File: src/gen2_tx_pkg.sv
package gen2_tx_pkg;

	// line code of a frame
	typedef enum logic {
		LC_FM0     = 1'b0,
		LC_MILLER2 = 1'b1
	} line_code_e;

	typedef enum logic [1:0] {
		GET_DATA = 2'b00,	// pilot, no data yet
		DATA_P   = 2'b01,	// subcarrier in phase
		DATA_N   = 2'b10	// subcarrier inverted
	} mil_state_e;

	typedef enum logic [2:0] {
		IDLE  = 3'd0,
		PILOT = 3'd1,
		BITS  = 3'd2,
		EOF   = 3'd3,
		DONE  = 3'd4
	} seq_state_e;

	// subcarrier counter end values, without and with trext
	localparam logic [5:0] PILOT_SHORT = 6'd9;
	localparam logic [5:0] PILOT_LONG  = 6'd33;

	localparam int BIT_CYCLES  = 4;	// clk_mil cycles per data bit
	localparam int EOF_STROBES = 3;
	localparam int MAX_BITS    = 32;
	localparam int LEN_W       = 6;	// frame length field, 1 to 32

endpackage

File: src/gen2_regs_pkg.sv
package gen2_regs_pkg;

	localparam int ADDR_W = 4;
	localparam int DATA_W = 32;

	// register offsets
	localparam logic [ADDR_W-1:0] REG_CTRL   = 4'h0;
	localparam logic [ADDR_W-1:0] REG_DATA   = 4'h4;
	localparam logic [ADDR_W-1:0] REG_LEN    = 4'h8;
	localparam logic [ADDR_W-1:0] REG_STATUS = 4'hC;	// read only

	// CTRL fields
	localparam int CTRL_START = 0;	// self clearing
	localparam int CTRL_LCODE = 1;
	localparam int CTRL_TREXT = 2;

	// STATUS fields
	localparam int STAT_BUSY = 0;
	localparam int STAT_DONE = 1;

	localparam logic [1:0] RESP_OKAY = 2'b00;

endpackage

File: src/tx_axil_regs.sv
`timescale 1ns/10ps
module tx_axil_regs (
	input  logic clk_mil,
	input  logic rst_for_new_package,
	input  logic [gen2_regs_pkg::ADDR_W-1:0] awaddr,
	input  logic awvalid,
	output logic awready,
	input  logic [gen2_regs_pkg::DATA_W-1:0] wdata,
	input  logic [gen2_regs_pkg::DATA_W/8-1:0] wstrb,
	input  logic wvalid,
	output logic wready,
	output logic bvalid,
	output logic [1:0] bresp,
	input  logic bready,
	input  logic [gen2_regs_pkg::ADDR_W-1:0] araddr,
	input  logic arvalid,
	output logic arready,
	output logic [gen2_regs_pkg::DATA_W-1:0] rdata,
	output logic rvalid,
	output logic [1:0] rresp,
	input  logic rready,
	input  logic busy,
	input  logic done_pulse,
	output logic go,
	output gen2_tx_pkg::line_code_e line_code,
	output logic trext,
	output logic [gen2_tx_pkg::MAX_BITS-1:0] frame_bits,
	output logic [gen2_tx_pkg::LEN_W-1:0] frame_len
);

	logic wr_en;
	logic rd_en;
	logic ctrl_sel;
	logic ctrl_wr;
	logic start_req;
	logic done_q;
	logic [gen2_tx_pkg::LEN_W-1:0] len_wr;
	logic [gen2_regs_pkg::DATA_W-1:0] rd_mux;

	assign wr_en   = awvalid && wvalid && !bvalid;	// one response outstanding
	assign awready = wr_en;
	assign wready  = wr_en;
	assign bresp   = gen2_regs_pkg::RESP_OKAY;
	assign arready = !rvalid;
	assign rd_en   = arvalid && !rvalid;
	assign rresp   = gen2_regs_pkg::RESP_OKAY;

	assign ctrl_sel  = wr_en && (awaddr == gen2_regs_pkg::REG_CTRL);
	assign ctrl_wr   = ctrl_sel && wstrb[0];
	assign start_req = ctrl_wr && wdata[gen2_regs_pkg::CTRL_START] && !busy && !go;

	// clamp length into 1..MAX_BITS
	always_comb begin
		len_wr = wdata[gen2_tx_pkg::LEN_W-1:0];
		if (len_wr == '0)
			len_wr = gen2_tx_pkg::LEN_W'(1);
		else if (len_wr > gen2_tx_pkg::LEN_W'(gen2_tx_pkg::MAX_BITS))
			len_wr = gen2_tx_pkg::LEN_W'(gen2_tx_pkg::MAX_BITS);
	end

	always_ff @(posedge clk_mil or negedge rst_for_new_package) begin
		if (!rst_for_new_package) begin
			bvalid     <= 1'b0;
			rvalid     <= 1'b0;
			go         <= 1'b0;
			line_code  <= gen2_tx_pkg::LC_FM0;
			trext      <= 1'b0;
			frame_bits <= '0;
			frame_len  <= gen2_tx_pkg::LEN_W'(1);
			done_q     <= 1'b0;
		end else begin
			go <= start_req;
			if (wr_en)
				bvalid <= 1'b1;
			else if (bready)
				bvalid <= 1'b0;
			if (rd_en)
				rvalid <= 1'b1;
			else if (rready)
				rvalid <= 1'b0;
			if (ctrl_wr && !busy) begin	// frame config frozen while sending
				line_code <= gen2_tx_pkg::line_code_e'(wdata[gen2_regs_pkg::CTRL_LCODE]);
				trext     <= wdata[gen2_regs_pkg::CTRL_TREXT];
			end
			if (wr_en && awaddr == gen2_regs_pkg::REG_DATA) begin
				for (int i = 0; i < gen2_regs_pkg::DATA_W / 8; i++) begin
					if (wstrb[i])
						frame_bits[8*i +: 8] <= wdata[8*i +: 8];
				end
			end
			if (wr_en && awaddr == gen2_regs_pkg::REG_LEN && wstrb[0])
				frame_len <= len_wr;
			if (done_pulse)
				done_q <= 1'b1;
			else if (ctrl_sel)
				done_q <= 1'b0;	// sticky until next CTRL write
		end
	end

	always_comb begin
		rd_mux = '0;
		case (araddr)
			gen2_regs_pkg::REG_CTRL: begin
				rd_mux[gen2_regs_pkg::CTRL_LCODE] = line_code;
				rd_mux[gen2_regs_pkg::CTRL_TREXT] = trext;
			end
			gen2_regs_pkg::REG_DATA:   rd_mux = frame_bits;
			gen2_regs_pkg::REG_LEN:    rd_mux[gen2_tx_pkg::LEN_W-1:0] = frame_len;
			gen2_regs_pkg::REG_STATUS: begin
				rd_mux[gen2_regs_pkg::STAT_BUSY] = busy;
				rd_mux[gen2_regs_pkg::STAT_DONE] = done_q;
			end
			default: rd_mux = '0;
		endcase
	end

	always_ff @(posedge clk_mil) begin
		if (rd_en)
			rdata <= rd_mux;
	end

	// start is only honoured between frames
	a_no_go_busy: assert property (@(posedge clk_mil) disable iff (!rst_for_new_package)
		busy |-> !go);

endmodule

File: src/tx_frame_ctrl.sv
`timescale 1ns/10ps
module tx_frame_ctrl (
	input  logic clk_mil,
	input  logic rst_for_new_package,
	input  logic go,
	input  gen2_tx_pkg::line_code_e line_code,
	input  logic trext,
	input  logic [gen2_tx_pkg::MAX_BITS-1:0] frame_bits,
	input  logic [gen2_tx_pkg::LEN_W-1:0] frame_len,
	input  logic mil_complete,
	output logic busy,
	output logic done_pulse,
	output logic clk_blf,
	output logic st_enc,
	output logic en_fm0,
	output logic send_data,
	output logic fg_complete,
	output logic bit_val
);

	gen2_tx_pkg::seq_state_e state;
	gen2_tx_pkg::seq_state_e state_nx;
	gen2_tx_pkg::line_code_e lc_q;
	logic [5:0] cnt;	// pilot, bit or eof cycle
	logic [gen2_tx_pkg::LEN_W-1:0] bit_idx;
	logic [gen2_tx_pkg::LEN_W-1:0] len_q;
	logic [gen2_tx_pkg::MAX_BITS-1:0] sh_q;	// msb is the current bit
	logic prev_bit;
	logic blf_q;
	logic [5:0] pilot_end;
	logic cur_bit;
	logic bit_last;
	logic eof_end;

	assign pilot_end = trext ? gen2_tx_pkg::PILOT_LONG : gen2_tx_pkg::PILOT_SHORT;
	assign cur_bit   = sh_q[gen2_tx_pkg::MAX_BITS-1];
	assign bit_last  = (cnt == 6'(gen2_tx_pkg::BIT_CYCLES - 1));
	assign eof_end   = (lc_q == gen2_tx_pkg::LC_MILLER2) ? mil_complete :
		(cnt == 6'(gen2_tx_pkg::EOF_STROBES));

	always_comb begin
		state_nx = state;
		case (state)
			gen2_tx_pkg::IDLE:
				if (go)
					state_nx = (line_code == gen2_tx_pkg::LC_FM0) ? gen2_tx_pkg::BITS :
						gen2_tx_pkg::PILOT;
			gen2_tx_pkg::PILOT:
				if (cnt == pilot_end - 6'd1)
					state_nx = gen2_tx_pkg::BITS;
			gen2_tx_pkg::BITS:
				if (bit_last && bit_idx == len_q - 1'b1)
					state_nx = gen2_tx_pkg::EOF;
			gen2_tx_pkg::EOF:
				if (eof_end)
					state_nx = gen2_tx_pkg::DONE;
			default: state_nx = gen2_tx_pkg::IDLE;	// DONE lasts one cycle
		endcase
	end

	always_ff @(posedge clk_mil or negedge rst_for_new_package) begin
		if (!rst_for_new_package) begin
			state    <= gen2_tx_pkg::IDLE;
			lc_q     <= gen2_tx_pkg::LC_FM0;
			cnt      <= '0;
			bit_idx  <= '0;
			prev_bit <= 1'b1;
			blf_q    <= 1'b0;
		end else begin
			state <= state_nx;
			blf_q <= busy ? ~blf_q : 1'b0;
			case (state)
				gen2_tx_pkg::IDLE: begin
					cnt      <= '0;
					bit_idx  <= '0;
					prev_bit <= 1'b1;	// no boundary flip before the first bit
					if (go)
						lc_q <= line_code;
				end
				gen2_tx_pkg::PILOT:
					cnt <= (state_nx == gen2_tx_pkg::BITS) ? 6'd0 : cnt + 6'd1;
				gen2_tx_pkg::BITS: begin
					if (bit_last) begin
						cnt      <= '0;
						bit_idx  <= bit_idx + 1'b1;
						prev_bit <= cur_bit;
					end else begin
						cnt <= cnt + 6'd1;
					end
				end
				gen2_tx_pkg::EOF: cnt <= cnt + 6'd1;
				default: cnt <= '0;
			endcase
		end
	end

	always_ff @(posedge clk_mil) begin
		if (state == gen2_tx_pkg::IDLE && go) begin
			sh_q  <= frame_bits << (gen2_tx_pkg::MAX_BITS - frame_len);	// left align
			len_q <= frame_len;
		end else if (state == gen2_tx_pkg::BITS && bit_last) begin
			sh_q <= sh_q << 1;
		end
	end

	assign busy        = (state == gen2_tx_pkg::PILOT) || (state == gen2_tx_pkg::BITS) ||
		(state == gen2_tx_pkg::EOF);
	assign st_enc      = busy;
	assign done_pulse  = (state == gen2_tx_pkg::DONE);
	assign clk_blf     = busy & blf_q;
	assign en_fm0      = (lc_q == gen2_tx_pkg::LC_FM0);
	assign bit_val     = (state == gen2_tx_pkg::BITS) ? cur_bit : 1'b1;	// dummy 1 in eof
	assign fg_complete = (state == gen2_tx_pkg::EOF) && (cnt < 6'(gen2_tx_pkg::EOF_STROBES));

	// Miller rule: mid-bit flip for a 1, boundary flip between two 0s
	assign send_data = (state == gen2_tx_pkg::BITS) && !en_fm0 &&
		((cnt == 6'(gen2_tx_pkg::BIT_CYCLES / 2) && cur_bit) ||
		(cnt == 6'd0 && !cur_bit && !prev_bit));

	a_idle_quiet: assert property (@(posedge clk_mil) disable iff (!rst_for_new_package)
		(state == gen2_tx_pkg::IDLE) |-> !send_data && !fg_complete);

	a_bit_idx: assert property (@(posedge clk_mil) disable iff (!rst_for_new_package)
		(state == gen2_tx_pkg::BITS) |-> (bit_idx < len_q));

endmodule

File: src/miller_enc.sv
`timescale 1ns/10ps
module miller_enc (
	output logic miller_data,
	output logic mil_complete,
	input  logic clk_mil,
	input  logic rst_for_new_package,
	input  logic clk_blf,
	input  logic send_data,
	input  logic en_fm0,
	input  logic trext,
	input  logic st_enc,
	input  logic fg_complete
);

	gen2_tx_pkg::mil_state_e ps;
	gen2_tx_pkg::mil_state_e ns;
	logic [5:0] mp_end;
	logic [5:0] mp_cnt;	// pilot subcarrier half periods
	logic m_cnt;	// flip allowed on odd halves
	logic [1:0] fg_cnt;
	logic mp_complete;
	logic me_start;
	logic m1o;

	assign mp_end      = trext ? gen2_tx_pkg::PILOT_LONG : gen2_tx_pkg::PILOT_SHORT;
	assign mp_complete = (mp_cnt == mp_end);
	assign me_start    = (mp_cnt > mp_end - 6'd2);
	assign mil_complete = (fg_cnt == 2'(gen2_tx_pkg::EOF_STROBES));

	always_ff @(posedge clk_mil or negedge rst_for_new_package) begin
		if (!rst_for_new_package) begin
			mp_cnt <= '0;
			m_cnt  <= 1'b0;
			fg_cnt <= '0;
		end else if (!st_enc) begin	// cleared between frames
			mp_cnt <= '0;
			m_cnt  <= 1'b0;
			fg_cnt <= '0;
		end else begin
			if (!mp_complete && !en_fm0)
				mp_cnt <= mp_cnt + 6'd1;
			if (me_start)
				m_cnt <= ~m_cnt;
			if (!mil_complete && !en_fm0 && fg_complete)
				fg_cnt <= fg_cnt + 2'd1;
		end
	end

	always_ff @(posedge clk_mil or negedge rst_for_new_package) begin
		if (!rst_for_new_package)
			ps <= gen2_tx_pkg::GET_DATA;
		else if (st_enc)
			ps <= ns;
	end

	always_comb begin
		ns = ps;
		case (ps)
			gen2_tx_pkg::GET_DATA:
				if (!en_fm0 && me_start)
					ns = gen2_tx_pkg::DATA_P;
			gen2_tx_pkg::DATA_P:
				if (mil_complete)
					ns = gen2_tx_pkg::GET_DATA;
				else if (send_data && m_cnt)
					ns = gen2_tx_pkg::DATA_N;
			gen2_tx_pkg::DATA_N:
				if (mil_complete)
					ns = gen2_tx_pkg::GET_DATA;
				else if (send_data && m_cnt)
					ns = gen2_tx_pkg::DATA_P;
			default: ns = gen2_tx_pkg::GET_DATA;
		endcase
	end

	always_comb begin
		case (ps)
			gen2_tx_pkg::DATA_P: m1o = clk_blf;
			gen2_tx_pkg::DATA_N: m1o = ~clk_blf;
			default:             m1o = 1'b0;
		endcase
	end

	// plain subcarrier during pilot, blank once the frame is complete
	assign miller_data = (mp_cnt != 6'd0 && !mil_complete) ? (mp_complete ? m1o : clk_blf) :
		1'b0;

	a_state_legal: assert property (@(posedge clk_mil) disable iff (!rst_for_new_package)
		ps inside {gen2_tx_pkg::GET_DATA, gen2_tx_pkg::DATA_P, gen2_tx_pkg::DATA_N});

	// held until the sequencer drops st_enc for the next frame
	a_complete_hold: assert property (@(posedge clk_mil) disable iff (!rst_for_new_package)
		mil_complete && st_enc |=> mil_complete);

endmodule

File: src/line_code_out.sv
`timescale 1ns/10ps
module line_code_out (
	input  logic clk_mil,
	input  logic rst_for_new_package,
	input  logic en_fm0,
	input  logic st_enc,
	input  logic clk_blf,
	input  logic bit_val,
	input  logic miller_data,
	output logic bs_out
);

	logic half_hi;	// second half of the bit
	logic last_lvl;	// level at the end of the previous bit
	logic fm0_now;

	// boundary always flips, a 0 flips again at mid-bit
	assign fm0_now = ~last_lvl ^ (half_hi & ~bit_val);

	always_ff @(posedge clk_mil or negedge rst_for_new_package) begin
		if (!rst_for_new_package) begin
			half_hi  <= 1'b0;
			last_lvl <= 1'b0;
		end else if (!st_enc) begin
			half_hi  <= 1'b0;
			last_lvl <= 1'b0;	// idle line is low
		end else begin
			if (clk_blf)
				half_hi <= ~half_hi;	// one blf period per half bit
			if (en_fm0 && half_hi && clk_blf)
				last_lvl <= fm0_now;	// bit boundary
		end
	end

	assign bs_out = !st_enc ? 1'b0 : (en_fm0 ? fm0_now : miller_data);

endmodule

File: src/gen2_tx_top.sv
`timescale 1ns/10ps
module gen2_tx_top (
	input  logic clk_mil,
	input  logic rst_for_new_package,
	input  logic [gen2_regs_pkg::ADDR_W-1:0] awaddr,
	input  logic awvalid,
	output logic awready,
	input  logic [gen2_regs_pkg::DATA_W-1:0] wdata,
	input  logic [gen2_regs_pkg::DATA_W/8-1:0] wstrb,
	input  logic wvalid,
	output logic wready,
	output logic bvalid,
	output logic [1:0] bresp,
	input  logic bready,
	input  logic [gen2_regs_pkg::ADDR_W-1:0] araddr,
	input  logic arvalid,
	output logic arready,
	output logic [gen2_regs_pkg::DATA_W-1:0] rdata,
	output logic rvalid,
	output logic [1:0] rresp,
	input  logic rready,
	output logic bs_out
);

	logic go;
	gen2_tx_pkg::line_code_e line_code;
	logic trext;
	logic [gen2_tx_pkg::MAX_BITS-1:0] frame_bits;
	logic [gen2_tx_pkg::LEN_W-1:0] frame_len;
	logic busy;
	logic done_pulse;
	logic clk_blf;
	logic st_enc;
	logic en_fm0;
	logic send_data;
	logic fg_complete;
	logic bit_val;
	logic miller_data;
	logic mil_complete;

	tx_axil_regs regs0 (
		.clk_mil(clk_mil), .rst_for_new_package(rst_for_new_package),
		.awaddr(awaddr), .awvalid(awvalid), .awready(awready),
		.wdata(wdata), .wstrb(wstrb), .wvalid(wvalid), .wready(wready),
		.bvalid(bvalid), .bresp(bresp), .bready(bready),
		.araddr(araddr), .arvalid(arvalid), .arready(arready),
		.rdata(rdata), .rvalid(rvalid), .rresp(rresp), .rready(rready),
		.busy(busy), .done_pulse(done_pulse), .go(go), .line_code(line_code),
		.trext(trext), .frame_bits(frame_bits), .frame_len(frame_len)
	);

	tx_frame_ctrl seq0 (
		.clk_mil(clk_mil), .rst_for_new_package(rst_for_new_package),
		.go(go), .line_code(line_code), .trext(trext), .frame_bits(frame_bits),
		.frame_len(frame_len), .mil_complete(mil_complete), .busy(busy),
		.done_pulse(done_pulse), .clk_blf(clk_blf), .st_enc(st_enc), .en_fm0(en_fm0),
		.send_data(send_data), .fg_complete(fg_complete), .bit_val(bit_val)
	);

	miller_enc mil0 (
		.miller_data(miller_data), .mil_complete(mil_complete),
		.clk_mil(clk_mil), .rst_for_new_package(rst_for_new_package),
		.clk_blf(clk_blf), .send_data(send_data), .en_fm0(en_fm0), .trext(trext),
		.st_enc(st_enc), .fg_complete(fg_complete)
	);

	line_code_out out0 (
		.clk_mil(clk_mil), .rst_for_new_package(rst_for_new_package),
		.en_fm0(en_fm0), .st_enc(st_enc), .clk_blf(clk_blf), .bit_val(bit_val),
		.miller_data(miller_data), .bs_out(bs_out)
	);

endmodule

File: config.mk
export PLATFORM = sky130hd
export DESIGN_NAME = gen2_tx_top
export DESIGN_NICKNAME = d
export VERILOG_FILES = /design/src/gen2_tx_pkg.sv /design/src/gen2_regs_pkg.sv /design/src/tx_axil_regs.sv /design/src/tx_frame_ctrl.sv /design/src/miller_enc.sv /design/src/line_code_out.sv /design/src/gen2_tx_top.sv
export SDC_FILE = /design/constraint.sdc
export NUM_CORES = 1
export LEC_CHECK = 0
export BUFFER_PORTS_ARGS = -buffer_cell sky130_fd_sc_hd__buf_2
export CAP_MARGIN = 15
export CORE_MARGIN = 4
export CORE_UTILIZATION = 57
export CTS_CLUSTER_DIAMETER = 120
export DETAILED_ROUTE_END_ITERATION = 6
export PLACE_DENSITY = 0.85
export SLEW_MARGIN = 30
export SYNTH_ARGS = -nofsm -noshare
export SYNTH_HDL_FRONTEND = slang
export SYNTH_HIERARCHICAL = 1
export SYNTH_SLANG_ARGS = --single-unit
File: constraint.sdc
create_clock -name clk_mil -period 3.6 [get_ports clk_mil]
set_input_delay 0.36 -clock clk_mil [delete_from_list [all_inputs] [get_ports clk_mil]]
set_output_delay 0.36 -clock clk_mil [all_outputs]
set_load 0.01 [all_outputs]
==> impl_metrics.csv <==
group,metric,value,unit
outcome,status,"finished, violations left",
outcome,violations,"hold timing",
die,io_pins,93,
synth,syn_avg_cell_area,11.7,µm²
grt,antenna_found_initial,0,
cts,numCtsBuffers,17,
worst_setup_path,cp_max_fo,7,
worst_setup_path,rr_endpoint,"seq0/sh_q[22]$_DFFE_PP_",
synth,synth_area_leader_cell,"edfxtp_1",
sta,fin_setup_tns,0,ps
cells_and_area,final_area,9680,µm²
die,die_area,17000,µm²
place,dpl_cell_area,9080,µm²
worst_hold_path,hold_class,"input pin to async pin",
worst_setup_path,startpoint_type,"register",
synth,synth_edf_count,70,
cts,clock_path_buffers,2,
worst_setup_path,crit_arrival,2960,ps
synth,synth_cells,729,
synth,ys_types,75,
synth,synth_xor_area_share,2.76,%
cts,tritoncts,"yes",
pwr,peakVddDrop,0.414,mV
sta,maxSlewHeadroom,38.1,%
die,fp.dieH,130,µm
sta,timing.fmax,0.302,GHz
route,drtAntennaViolNets,0,
cts,insertion_delay,430,ps
synth,yosys-top-cells-area,"edfxtp_1, dfrtp_1, mux2_2, mux4_2, mux2i_1",
cts,cts-htree-levels,4,
synth,yosys.area_share.adder,1.76,%
route,vias,6457,
route,viasPerCell,6.44,
pwr,pwr-share-comb,20.1,%
cells_and_area,nNetsFinal,869,
pwr,p_sw,1.37,mW
die,core,14600,µm²
cells_and_area,fillers,965,
synth,ys.flop_type,"dfrtp_1",
pwr,switching_share,29.8,%
sta,finalSetupViolCount,0,
synth,synthMuxAreaShare,19.4,%
sta,slew_violations,0,
worst_setup_path,path_class,"register to primary output",
pwr,pwr_density_cell,476,nW/µm²
grt,grt_max_degree,76,
grt,first_global_vias,6307,
synth,synth-compound-area-share,8.51,%
sta,rsz0062_at_grt,"no",
cells_and_area,fin_util,66.4,%
pwr,pwr-share-clk,38.0,%
grt,track_usage,25.6,%
worst_setup_path,cp.required,3240,ps
cts,hold_buffers,0,
synth,synth-async-reset-ratio,51.7,%
synth,yosysSeqAreaShare,46.7,%
synth,synthSimpleGateAreaFrac,16.8,%
cts,post_cts_resized,0,
sta,period_share,92.1,%
place,gp_congestion,0.956,
sta,skew,6.92,ps
cells_and_area,final_common_cell,"buf_2",
synth,synth_seq_cells,145,
cells_and_area,final_cell_mix,"buf_2, dfrtp_1, edfxtp_1, nand2_1, mux2_2",
cells_and_area,drive_above_1_share,28.2,%
sta,period_minus_slack,3320,ps
sta,tightest_slew,920,ps
grt,grt_pass1_wl,33500,µm
cts,post_cts_buffers,0,
worst_setup_path,reg2reg_slack,550,ps
cells_and_area,area_growth_syn_to_layout,13.7,%
worst_setup_path,endpoint_kind,"primary output",
die,num_rows,44,
synth,yosys_warnings,6,
route,totalWireLength,20800,µm
run,cap_violations,0,
route,drtIter0Drc,624,
route,drc_errors,0,
synth,synth_area,8520,µm²
worst_setup_path,rr_worst_depth,8,
grt,overflow,0,
route,drt-wirelength-per-cell,20.7,µm
pwr,p_int,3.24,mW
synth,synth.top_cell.area_share,24.7,%
sta,hold_viol_final,47,
route,drt_first_pass_iters,6,
place,port-buffer-count,88,
worst_setup_path,rr_startpoint,"regs0/frame_len[0]$_DFFE_PN1P_",
pwr,seqPwrFrac,42.0,%
die,start_util,58.4,%
cts,cts.clk_slew.worst_paths,60,ps
cts,clkSinkCount,145,
sta,holdWs,-62.4,ps
place,hpwl,14200,µm
die,die-width,130,µm
cells_and_area,antenna_cells,0,
pwr,power_leakage,3.95,nW
cts,cts-root-buf,"clkbuf_16",
synth,synth_top_family_by_area,"multiplexers",
-- routing by layer --
metal  GRT usage, %  vias up  wire [µm]
li1               -     2890          -
met1           35.7     3146       8670
met2           38.4      367       9720
met3           5.94       54       1750
met4           11.3        0        642
met5              0        -          0
-- synth_stat cells (all sizes together), types with 3 or more instances --
master,n
a22oi,5
mux2i,41
o211ai,6
or2,3
xor2,17
and3,6
a21oi,20
or4b,4
o2111ai,6
a221o,3
and2,33
mux4,28
edfxtp,70
nand2,60
or3,3
nor2,41
ha,12
a32o,6
xnor2,9
or4,4
inv,25
buf,28
nor4,7
o21ai,23
mux2,53
nor3b,8
dfrtp,73
nor3,13
nor2b,11
nand4b,6
nand3b,8
nand3,15
nand4,12
a22o,10
nand2b,7
clkbuf,18
-- logic make-up after synthesis --
| kind of cell | Yosys count |
|---|---|
| AOI/OAI and AO/OA | 103 |
| muxes | 122 |
| and+or+nand+nor | 248 |
| buffers and inverters | 72 |
| DFF | 145 |
| xor gates and xnor gates | 26 |
| adders and majority gates | 12 |
| other | 1 |
-- power groups by stage --
stage | Combinational [mW] | Clock, mW | Sequential (mW)
2_1_floorplan | 0.641 | 0 | 1.93
3_3_place_gp | 0.864 | 0 | 1.96
3_5_place_dp | 0.888 | 0 | 1.96
4_1_cts | 0.901 | 1.76 | 1.93
5_1_grt | 0.985 | 1.84 | 1.95
6_report | 0.925 | 1.75 | 1.93
-- how the worst max path moves through the flow --
stage,startpoint,to,slack [ps],depth (start not counted)
after global routing,regs0/trext$_DFFE_PN0P_,bs_out,150,8
final,regs0/trext$_DFFE_PN0P_,bs_out,280,8
after detailed placement,regs0/frame_len[0]$_DFFE_PN1P_,seq0/sh_q[22]$_DFFE_PP_,650,8
after global placement,regs0/frame_len[0]$_DFFE_PN1P_,seq0/sh_q[22]$_DFFE_PP_,700,8
after CTS,regs0/trext$_DFFE_PN0P_,bs_out,280,8
after floorplan,regs0/frame_len[0]$_DFFE_PN1P_,seq0/sh_q[22]$_DFFE_PP_,290,9
-- cell type report --
class	instances	area (µm²)	share of cell area, %
multi-input combinational	515	4220	43.6
timing repair buffer	101	569	5.88
sequential	145	3980	41.1
inverter	26	97.6	1.01
clock inverter	15	160	1.65
clock buffer	17	425	4.39
tap	184	230	2.38
-- flip-flops by register name (all words and copies together) (netlist names), 2 cells and up --
signal and count:
seq0/len_q 6, regs0/rdata 32, seq0/sh_q 32, mil0/mp_cnt 6
mil0/ps 2, regs0/frame_len 6, regs0/frame_bits 32, seq0/bit_idx 6
seq0/cnt 6, mil0/fg_cnt 2, seq0/state 3
-- per-stage QoR --
step	setup slack, ps	power [mW]	instances
after floorplan	285	2.57	732
after global placement	703	2.82	971
after detailed placement	647	2.85	971
after CTS	276	4.60	1003
after global routing	152	4.77	1003
final	283	4.61	1003
-- worst max-delay path: stages (launching register included) --
cell,delay [ps]
dfrtp_1,530
inv_1,110
ha_1,340
or4b_4,550
or4_1,510
a21oi_1,150
nand2b_1,70
a31oi_1,120
buf_2,150
No activity file was read; power rests on OpenSTA's default activity.
